### src/design/fetch_defs.svh
`ifndef FETCH_DEFS_SVH
`define FETCH_DEFS_SVH

// instruction cache geometry
`define ICACHE_WAYS 2
`define ICACHE_SETS 8
`define LINE_WORDS 4

// instructions handed to the decoder per fetch block
`define BLOCK_WORDS 2

`define FETCHQ_DEPTH 4

// one tag invalidated per cycle
`define FLUSH_CYCLES 16

`endif
### src/design/memPkg.sv
package memPkg;

    `include "fetch_defs.svh"

    localparam int WORD_IDX_BITS = $clog2(`LINE_WORDS);
    // byte offset within a cache line
    localparam int LINE_OFFSET_BITS = WORD_IDX_BITS + 2;

    typedef logic [31-LINE_OFFSET_BITS:0] lineAddr_t;
    typedef logic [31:0] memWord_t;
    typedef logic [WORD_IDX_BITS-1:0] wordIdx_t;

endpackage

### src/design/fetchPkg.sv
package fetchPkg;

    `include "fetch_defs.svh"

    localparam int SET_BITS = $clog2(`ICACHE_SETS);
    localparam int TAG_BITS = 32 - SET_BITS - memPkg::LINE_OFFSET_BITS;
    // byte offset within a fetch block
    localparam int BLOCK_OFFSET_BITS = $clog2(`BLOCK_WORDS) + 2;

    typedef logic [31:0] pc_t;
    typedef logic [31:0] instr_t;
    typedef logic [SET_BITS-1:0] setIdx_t;
    typedef logic [TAG_BITS-1:0] tag_t;
    typedef logic [$clog2(`ICACHE_WAYS)-1:0] way_t;

    typedef struct packed {
        pc_t pc;
        instr_t [`BLOCK_WORDS-1:0] instrs;
    } fetchPacket_t;

    typedef enum logic [1:0] {
        FLUSH_IDLE,
        FLUSH_QUEUED,
        FLUSH_ACTIVE,
        FLUSH_FINALIZE
    } flushState_t;

endpackage

### src/design/icacheIf.sv
`timescale 1ns/1ns
`include "fetch_defs.svh"

interface icacheIf;
    import fetchPkg::*;
    import memPkg::*;

    logic re;
    setIdx_t rSet;

    logic tagWe;
    way_t tagWay;
    setIdx_t tagSet;
    tag_t tagData;
    logic tagValid;

    logic dataWe;
    way_t dataWay;
    setIdx_t dataSet;
    wordIdx_t dataWord;
    memWord_t dataWdata;

    // registered read results of all ways side by side
    tag_t [`ICACHE_WAYS-1:0] rdTag;
    logic [`ICACHE_WAYS-1:0] rdValid;
    memWord_t [`ICACHE_WAYS-1:0][`LINE_WORDS-1:0] rdData;

    modport arrays (
        input re, rSet,
        input tagWe, tagWay, tagSet, tagData, tagValid,
        input dataWe, dataWay, dataSet, dataWord, dataWdata,
        output rdTag, rdValid, rdData
    );

    modport host (
        output re, rSet,
        output tagWe, tagWay, tagSet, tagData, tagValid,
        output dataWe, dataWay, dataSet, dataWord, dataWdata,
        input rdTag, rdValid, rdData
    );

endinterface

### src/design/fetchTop.sv
`timescale 1ns/1ns
`include "fetch_defs.svh"

module fetchTop (
    input logic clk,
    input logic rst,
    input logic fetchValid,
    input fetchPkg::pc_t fetchPc,
    input logic mispredict,
    input logic clearCache,
    input logic fillValid,
    input memPkg::memWord_t fillData,
    input logic outReady,
    output logic stall,
    output logic redirect,
    output fetchPkg::pc_t redirectPc,
    output logic fillReq,
    output memPkg::lineAddr_t fillAddr,
    output logic outValid,
    output fetchPkg::pc_t outPc,
    output fetchPkg::instr_t outInstr0,
    output fetchPkg::instr_t outInstr1
);
    import fetchPkg::*;

    icacheIf cacheBus ();

    logic flushing;
    logic sweepWe;
    way_t sweepWay;
    setIdx_t sweepSet;
    logic pipeBusy;
    logic fillPending;
    logic pushValid;
    fetchPacket_t pushPacket;
    fetchPacket_t outPacket;
    logic [$clog2(`FETCHQ_DEPTH):0] queueFree;

    fetchPipeline fetchPipeline_i (
        .clk(clk),
        .rst(rst),
        .fetchValid(fetchValid),
        .fetchPc(fetchPc),
        .mispredict(mispredict),
        .flushing(flushing),
        .sweepWe(sweepWe),
        .sweepWay(sweepWay),
        .sweepSet(sweepSet),
        .fillValid(fillValid),
        .fillData(fillData),
        .queueFree(queueFree),
        .stall(stall),
        .redirect(redirect),
        .redirectPc(redirectPc),
        .fillReq(fillReq),
        .fillAddr(fillAddr),
        .pipeBusy(pipeBusy),
        .fillPending(fillPending),
        .pushValid(pushValid),
        .pushPacket(pushPacket),
        .cache(cacheBus.host)
    );

    icacheArrays icacheArrays_i (
        .clk(clk),
        .rst(rst),
        .cache(cacheBus.arrays)
    );

    icacheFlushCtrl icacheFlushCtrl_i (
        .clk(clk),
        .rst(rst),
        .clearCache(clearCache),
        .pipeBusy(pipeBusy),
        .fillPending(fillPending),
        .flushing(flushing),
        .sweepWe(sweepWe),
        .sweepWay(sweepWay),
        .sweepSet(sweepSet)
    );

    // mispredict discards whatever is waiting for the decoder
    fetchQueue fetchQueue_i (
        .clk(clk),
        .rst(rst),
        .clear(mispredict),
        .pushValid(pushValid),
        .pushPacket(pushPacket),
        .outReady(outReady),
        .outValid(outValid),
        .outPacket(outPacket),
        .free(queueFree)
    );

    assign outPc = outPacket.pc;
    assign outInstr0 = outPacket.instrs[0];
    assign outInstr1 = outPacket.instrs[1];

endmodule

### src/design/fetchQueue.sv
`timescale 1ns/1ns
`include "fetch_defs.svh"

module fetchQueue (
    input logic clk,
    input logic rst,
    input logic clear,
    input logic pushValid,
    input fetchPkg::fetchPacket_t pushPacket,
    input logic outReady,
    output logic outValid,
    output fetchPkg::fetchPacket_t outPacket,
    output logic [$clog2(`FETCHQ_DEPTH):0] free
);
    import fetchPkg::*;

    localparam int PTR_BITS = $clog2(`FETCHQ_DEPTH);

    fetchPacket_t entries [`FETCHQ_DEPTH];
    logic [PTR_BITS-1:0] rdPtr;
    logic [PTR_BITS-1:0] wrPtr;
    logic [PTR_BITS:0] count;
    logic doPush;
    logic doPop;

    assign outValid = (count != '0);
    assign outPacket = entries[rdPtr];
    assign free = (PTR_BITS + 1)'(`FETCHQ_DEPTH) - count;

    assign doPush = pushValid && (count != (PTR_BITS + 1)'(`FETCHQ_DEPTH));
    assign doPop = outValid && outReady;

    always_ff @(posedge clk or posedge rst) begin
        if (rst) begin
            rdPtr <= '0;
            wrPtr <= '0;
            count <= '0;
        end else if (clear) begin
            rdPtr <= '0;
            wrPtr <= '0;
            count <= '0;
        end else begin
            if (doPush) begin
                wrPtr <= wrPtr + 1'b1;
            end
            if (doPop) begin
                rdPtr <= rdPtr + 1'b1;
            end
            count <= count + doPush - doPop;
        end
    end

    always_ff @(posedge clk) begin
        if (doPush && !clear) begin
            entries[wrPtr] <= pushPacket;
        end
    end

endmodule

### src/design/fetchPipeline.sv
`timescale 1ns/1ns
`include "fetch_defs.svh"

module fetchPipeline (
    input logic clk,
    input logic rst,
    input logic fetchValid,
    input fetchPkg::pc_t fetchPc,
    input logic mispredict,
    input logic flushing,
    input logic sweepWe,
    input fetchPkg::way_t sweepWay,
    input fetchPkg::setIdx_t sweepSet,
    input logic fillValid,
    input memPkg::memWord_t fillData,
    input logic [$clog2(`FETCHQ_DEPTH):0] queueFree,
    output logic stall,
    output logic redirect,
    output fetchPkg::pc_t redirectPc,
    output logic fillReq,
    output memPkg::lineAddr_t fillAddr,
    output logic pipeBusy,
    output logic fillPending,
    output logic pushValid,
    output fetchPkg::fetchPacket_t pushPacket,
    icacheIf.host cache
);
    import fetchPkg::*;
    import memPkg::*;

    logic s0Valid;
    logic s1Valid;
    pc_t s0Pc;
    pc_t s1Pc;
    tag_t s1Tag;

    logic accept;
    logic [`ICACHE_WAYS-1:0] hitVec;
    way_t hitWay;
    logic cacheHit;
    logic cacheMiss;

    logic missPending;
    way_t missWay;
    way_t rrWay;
    wordIdx_t wordCnt;
    logic fillWrite;
    logic fillLast;

    assign accept = fetchValid && !stall;
    assign pipeBusy = s0Valid || s1Valid;
    assign fillPending = missPending;

    always_comb begin
        int roomLeft;
        roomLeft = int'(queueFree) - int'(s0Valid) - int'(s1Valid);
        stall = flushing || missPending || (roomLeft < 1);
    end

    // tag compare on the registered array outputs
    assign s1Tag = s1Pc[$bits(pc_t)-1 -: TAG_BITS];

    always_comb begin
        hitWay = '0;
        for (int w = 0; w < `ICACHE_WAYS; w++) begin
            hitVec[w] = cache.rdValid[w] && (cache.rdTag[w] == s1Tag);
            if (hitVec[w]) begin
                hitWay = way_t'(w);
            end
        end
    end

    assign cacheHit = |hitVec;
    // a wrong-path miss is not worth a refill
    assign cacheMiss = s1Valid && !cacheHit && !mispredict;
    assign pushValid = s1Valid && cacheHit;

    always_comb begin
        wordIdx_t baseWord;
        baseWord = wordIdx_t'(s1Pc[LINE_OFFSET_BITS-1:BLOCK_OFFSET_BITS]) << $clog2(`BLOCK_WORDS);
        pushPacket.pc = {s1Pc[31:BLOCK_OFFSET_BITS], {BLOCK_OFFSET_BITS{1'b0}}};
        for (int i = 0; i < `BLOCK_WORDS; i++) begin
            pushPacket.instrs[i] = instr_t'(cache.rdData[hitWay][baseWord + wordIdx_t'(i)]);
        end
    end

    assign fillWrite = missPending && fillValid;
    assign fillLast = fillWrite && (wordCnt == wordIdx_t'(`LINE_WORDS - 1));

    always_comb begin
        cache.re = s0Valid;
        cache.rSet = s0Pc[LINE_OFFSET_BITS +: SET_BITS];

        cache.dataWe = fillWrite;
        cache.dataWay = missWay;
        cache.dataSet = fillAddr[SET_BITS-1:0];
        cache.dataWord = wordCnt;
        cache.dataWdata = fillData;

        // sweep wins the tag port
        if (sweepWe) begin
            cache.tagWe = 1'b1;
            cache.tagWay = sweepWay;
            cache.tagSet = sweepSet;
            cache.tagData = '0;
            cache.tagValid = 1'b0;
        end else begin
            cache.tagWe = fillLast;
            cache.tagWay = missWay;
            cache.tagSet = fillAddr[SET_BITS-1:0];
            cache.tagData = fillAddr[$bits(lineAddr_t)-1 -: TAG_BITS];
            cache.tagValid = 1'b1;
        end
    end

    always_ff @(posedge clk or posedge rst) begin
        if (rst) begin
            s0Valid <= 1'b0;
            s1Valid <= 1'b0;
            redirect <= 1'b0;
            fillReq <= 1'b0;
            missPending <= 1'b0;
            wordCnt <= '0;
            rrWay <= '0;
        end else begin
            redirect <= cacheMiss;
            fillReq <= cacheMiss;
            if (mispredict || cacheMiss) begin
                s0Valid <= 1'b0;
                s1Valid <= 1'b0;
            end else begin
                s0Valid <= accept;
                s1Valid <= s0Valid;
            end

            if (cacheMiss) begin
                missPending <= 1'b1;
                wordCnt <= '0;
            end
            if (fillWrite) begin
                wordCnt <= wordCnt + 1'b1;
                if (fillLast) begin
                    missPending <= 1'b0;
                    rrWay <= way_t'(rrWay + 1'b1);
                end
            end
        end
    end

    always_ff @(posedge clk) begin
        if (accept) begin
            s0Pc <= fetchPc;
        end
        s1Pc <= s0Pc;
        // victim way is fixed when the miss is taken
        if (cacheMiss) begin
            redirectPc <= s1Pc;
            fillAddr <= s1Pc[31:LINE_OFFSET_BITS];
            missWay <= rrWay;
        end
    end

endmodule

### src/design/icacheFlushCtrl.sv
`timescale 1ns/1ns
`include "fetch_defs.svh"

module icacheFlushCtrl (
    input logic clk,
    input logic rst,
    input logic clearCache,
    input logic pipeBusy,
    input logic fillPending,
    output logic flushing,
    output logic sweepWe,
    output fetchPkg::way_t sweepWay,
    output fetchPkg::setIdx_t sweepSet
);
    import fetchPkg::*;

    localparam int CNT_BITS = $clog2(`FLUSH_CYCLES);

    flushState_t state;
    logic [CNT_BITS-1:0] sweepCnt;
    logic [CNT_BITS-1:0] sweepNext;
    logic sweepCarry;

    // way in the upper bits, set in the lower bits
    assign {sweepCarry, sweepNext} = sweepCnt + 1'b1;
    assign sweepWay = sweepCnt[$bits(setIdx_t) +: $bits(way_t)];
    assign sweepSet = sweepCnt[$bits(setIdx_t)-1:0];

    assign flushing = (state != FLUSH_IDLE);
    assign sweepWe = (state == FLUSH_ACTIVE);

    always_ff @(posedge clk or posedge rst) begin
        if (rst) begin
            state <= FLUSH_QUEUED;
            sweepCnt <= '0;
        end else begin
            case (state)
                FLUSH_IDLE: begin
                    sweepCnt <= '0;
                    if (clearCache) begin
                        state <= FLUSH_QUEUED;
                    end
                end
                FLUSH_QUEUED: begin
                    sweepCnt <= '0;
                    // let requests in flight drain first
                    if (!pipeBusy) begin
                        state <= FLUSH_ACTIVE;
                    end
                end
                FLUSH_ACTIVE: begin
                    sweepCnt <= sweepNext;
                    if (sweepCarry) begin
                        state <= fillPending ? FLUSH_FINALIZE : FLUSH_IDLE;
                    end
                end
                default: begin
                    if (!fillPending) begin
                        state <= FLUSH_IDLE;
                    end
                end
            endcase
        end
    end

endmodule

### src/design/icacheArrays.sv
`timescale 1ns/1ns
`include "fetch_defs.svh"

module icacheArrays (
    input logic clk,
    input logic rst,
    icacheIf.arrays cache
);
    import fetchPkg::*;
    import memPkg::*;

    logic [`ICACHE_SETS-1:0] validBits [`ICACHE_WAYS];
    tag_t tagMem [`ICACHE_WAYS][`ICACHE_SETS];
    memWord_t [`LINE_WORDS-1:0] dataMem [`ICACHE_WAYS][`ICACHE_SETS];

    always_ff @(posedge clk or posedge rst) begin
        if (rst) begin
            for (int w = 0; w < `ICACHE_WAYS; w++) begin
                validBits[w] <= '0;
            end
        end else if (cache.tagWe) begin
            validBits[cache.tagWay][cache.tagSet] <= cache.tagValid;
        end
    end

    always_ff @(posedge clk) begin
        if (cache.tagWe) begin
            tagMem[cache.tagWay][cache.tagSet] <= cache.tagData;
        end
        // fill writes land one word at a time
        if (cache.dataWe) begin
            dataMem[cache.dataWay][cache.dataSet][cache.dataWord] <= cache.dataWdata;
        end
    end

    // both ways of the set are read in parallel
    always_ff @(posedge clk) begin
        if (cache.re) begin
            for (int w = 0; w < `ICACHE_WAYS; w++) begin
                cache.rdTag[w] <= tagMem[w][cache.rSet];
                cache.rdValid[w] <= validBits[w][cache.rSet];
                cache.rdData[w] <= dataMem[w][cache.rSet];
            end
        end
    end

endmodule

### config.mk
export PLATFORM = sky130hd
export DESIGN_NAME = fetchTop
export DESIGN_NICKNAME = d
export VERILOG_FILES = /design/src/design/memPkg.sv /design/src/design/fetchPkg.sv /design/src/design/icacheIf.sv /design/src/design/fetchTop.sv /design/src/design/fetchQueue.sv /design/src/design/fetchPipeline.sv /design/src/design/icacheFlushCtrl.sv /design/src/design/icacheArrays.sv
export VERILOG_INCLUDE_DIRS = /design/src /design/src/design
export SDC_FILE = /design/constraint.sdc
export NUM_CORES = 2
export LEC_CHECK = 0
export BUFFER_PORTS_ARGS = -buffer_cell sky130_fd_sc_hd__buf_2
export CELL_PAD_IN_SITES_DETAIL_PLACEMENT = 0
export CELL_PAD_IN_SITES_GLOBAL_PLACEMENT = 1
export CORE_MARGIN = 2
export CORE_UTILIZATION = 35
export CTS_CLUSTER_DIAMETER = 150
export DETAILED_ROUTE_END_ITERATION = 12
export PLACE_DENSITY = 0.52
export SETUP_SLACK_MARGIN = 0.02
export SLEW_MARGIN = 20
export SYNTH_ARGS = -nofsm -noshare
export SYNTH_HDL_FRONTEND = slang
export SYNTH_SLANG_ARGS = --single-unit
### constraint.sdc
create_clock -name clk -period 10.9 [get_ports clk]
set_input_delay 0.545 -clock clk [delete_from_list [all_inputs] [get_ports clk]]
set_output_delay 0.545 -clock clk [all_outputs]
set_load 0.02 [all_outputs]
==> impl_metrics.json <==
{
  "status": "finished clean",
  "grt_usage_pct": 17.95,
  "tightest_slew_ns": 1.106,
  "slew_headroom_pct": 26.23,
  "gr-total-overflow": 0,
  "setup_tns_ns": 0,
  "antenna_found_initial": 40,
  "hold_class": "primary input to flop",
  "fin_skew_ns": 0.04423,
  "drt_iter0_markers": 5426,
  "hold_end": "fetchQueue_i.rdPtr[0]",
  "root_buffer": "clkbuf_16",
  "fin_crit_sh_pct": 46.22,
  "seq_area_frac_synth_pct": 79.97,
  "reg2reg_setup_slack_ns": 5.86,
  "area_growth_pct": 15.52,
  "yosysWarnings": 0,
  "finalSetupViolations": 0,
  "row_count": 216,
  "cp_slowest_cell": "buf_4",
  "synth_top_family_by_area": "multiplexers",
  "cts.sinks": 3261,
  "yosysUniqueCellTypes": 48,
  "htree_levels": 5,
  "grt_first_pass_wirelength_mm": 445.6,
  "worstRegToRegCells": 8,
  "place_ws_ns": 5.719,
  "min_from": "outReady",
  "maxCapViolCount": 0,
  "clk_path_buf_depth": 4,
  "r2r_start": "fetchPipeline_i.s1Pc[7]",
  "cts_buffers": 354,
  "cts_resized": 0,
  "slew_violations": 0,
  "grt_max_degree": 120,
  "postSynthCellCount": 4964,
  "ys_seq_elements": 3261,
  "worstSetupEndpointType": "flop",
  "core_mm2": 0.3462,
  "cts_tree": "done",
  "holdPathStages": 4,
  "initial_utilization_pct": 35.19,
  "drc": 0,
  "ctsHoldBuffers": 36,
  "critPathMostFrequentCell": "buf_4",
  "synthMuxAreaShare_pct": 17.23,
  "start_kind": "flop",
  "vdd_drop_max_uv": 123.5,
  "drive_gt1_share_pct": 35.27,
  "final_nets": 5583,
  "clk_latency_ns": 0.92,
  "regToRegEndpoint": "fetchQueue_i.entries[3][5]",
  "fmax_ghz": 0.1985,
  "synth_xor_area_share_pct": 0.4313,
  "async_reset_ff_share_pct": 1.104,
  "ys.flop_type": "edfxtp_1",
  "io_pins": 231,
  "vias": 54260,
  "final_util_pct": 40.65,
  "arrival_ns": 5.56,
  "place_hpwl_mm": 162.0,
  "synth_area_mm2": 0.1218,
  "leakagePower_nw": 43.68,
  "drtPass1Iterations": 5,
  "die_w_um": 594.0,
  "die_area_mm2": 0.3528,
  "hold_viol": 0,
  "yosys.area_share.simple_pct": 0.9325,
  "finalCriticalPeriod_ns": 5.038,
  "synth-adder-area-share_pct": 0.2526,
  "dpl_cell_area_mm2": 0.1294,
  "die_h_um": 594.0,
  "final_common_cell": "edfxtp_1",
  "fillers": 30010,
  "post_drt_wl_per_cell_um": 30.94,
  "drt_wl_total_mm": 320.5,
  "drtAntennaViolNets": 0,
  "slowest_delay_ns": 0.79,
  "grt_pass1_vias": 55990,
  "path_max_fanout": 38,
  "cts_setup_buffers": 0,
  "crit_type": "flop to flop",
  "rsz0062_at_grt": "no",
  "port_buffers": 227,
  "clk_pin_slew_ns": 0.06,
  "fin_ws_ns": 5.862,
  "gp_congestion": 0.7097,
  "synth-compound-area-share_pct": 0.1438,
  "routed_via_density": 5.239,
  "synth.avg_cell_area_um2": 24.54,
  "synth_edf_count": 3193,
  "worstPathRequired_ns": 11.43,
  "final_cell_mix": "edfxtp_1, mux4_2, clkbuf_16",
  "design_area_mm2": 0.1407,
  "cp_cell_sequence": "xor2_1, or4_1, nor4_1, a22oi_1, nor4b_1, and2_4, buf_4, buf_4",
  "power_density_mw_per_mm2": 218.9
}
layer usage:
metal / global-route usage [%] / vias to the layer above / share of wire [%] / wire length (µm)
li1: - / 22140 / - / -
met1: 25.72 / 30070 / 44 / 142500
met2: 28.87 / 1657 / 48 / 153300
met3: 3.236 / 379 / 6.1 / 19440
met4: 3.447 / 8 / 1.6 / 5195
met5: 0 / - / 0.014 / 46
cells in the mapped netlist (4+ instances only):
cell type | number | area, µm²
edfxtp_1 | 3193 | 95880
mux4_2 | 769 | 17320
mux2_2 | 316 | 3558
clkbuf_1 | 142 | 533.0
nor2_1 | 88 | 330.3
xnor2_1 | 49 | 429.2
buf_1 | 42 | 157.7
nand2_1 | 38 | 142.6
and2_1 | 36 | 225.2
dfrtp_1 | 35 | 875.8
buf_4 | 32 | 240.2
dfxtp_1 | 32 | 640.6
buf_2 | 31 | 155.2
o21ai_0 | 25 | 125.1
ha_1 | 23 | 287.8
nand4_1 | 16 | 100.1
inv_1 | 13 | 48.80
xor2_1 | 11 | 96.34
nand3_1 | 9 | 45.04
nor2b_1 | 7 | 43.79
buf_12 | 6 | 120.1
nand2b_1 | 6 | 37.54
mux4_1 | 4 | 105.1
per-stage QoR:
stage,cells,power [mW],hold slack (ns)
floorplan,4966,18.11,0.3233
global placement,9674,19.75,0.3283
detailed placement,9674,19.78,0.3269
CTS,10350,31.24,0.05367
global route,10350,31.97,0.1183
finish,10360,30.80,0.1456
registers in the layout, indices dropped and copies added, names as in the netlist, 4 cells and up:
register,flops
fetchQueue_i.entries,372
fetchPipeline_i.fillAddr,27
icacheArrays_i.validBits,16
icacheFlushCtrl_i.sweepCnt,4
icacheArrays_i.dataMem,2048
icacheArrays_i.cache.rdData,256
fetchPipeline_i.redirectPc,5
fetchPipeline_i.s1Pc,32
icacheArrays_i.cache.rdTag,50
fetchPipeline_i.s0Pc,32
icacheArrays_i.tagMem,400
how the worst max path moves through the flow:
stage	from	cells past startpoint	to	slack [ns]
CTS	fetchPipeline_i.s1Pc[7]	8	fetchQueue_i.entries[0][3]	5.67
floorplan	fetchPipeline_i.cache.re	10	fetchPipeline_i.s0Pc[0]	0.89
global route	fetchPipeline_i.s1Pc[7]	8	fetchQueue_i.entries[1][14]	5.44
detailed placement	fetchPipeline_i.s1Pc[7]	8	fetchQueue_i.entries[0][14]	5.72
global placement	fetchPipeline_i.s1Pc[7]	8	fetchQueue_i.entries[3][14]	5.90
finish	fetchPipeline_i.s1Pc[7]	8	fetchQueue_i.entries[3][5]	5.86
layout make-up:
cell class / instances / area [µm²] / share of cell area (%)
flip-flops and latches: 3261 / 97440 / 69.23
repair buffers: 420 / 2818 / 2.002
multi-input cells: 1438 / 23760 / 16.89
well taps: 4578 / 5728 / 4.070
clock buffers: 442 / 9409 / 6.685
diodes: 7 / 17.52 / 0.01245
clock inverters: 199 / 1515 / 1.077
inverters: 13 / 48.80 / 0.03467
power by group:
group | switching, mW | internal [mW]
sequential | 0.322 | 14.6
clock | 4.86 | 6.54
combinational | 2.54 | 1.91
total | 7.72 | 23.1
cell families (layout without fill, tap and decap cells):
group,Yosys count,count (layout)
compound gates,33,33
fa+ha+maj,24,24
buf+inv,267,1074
flops,3261,3261
mux,1090,1090
xor+xnor,60,60
simple gates,228,228
other cells,1,10
worst max-delay path: cells and delay by family, from the launching register on:
kind                      cells  cell delay (ns)
and+or+nand+nor               4             2.16
AOI/OAI and AO/OA             1             0.35
xor gates and xnor gates      1             0.16
buffers and inverters         2             1.44
DFF                           1             0.44
(Power assumes the default switching activity.)
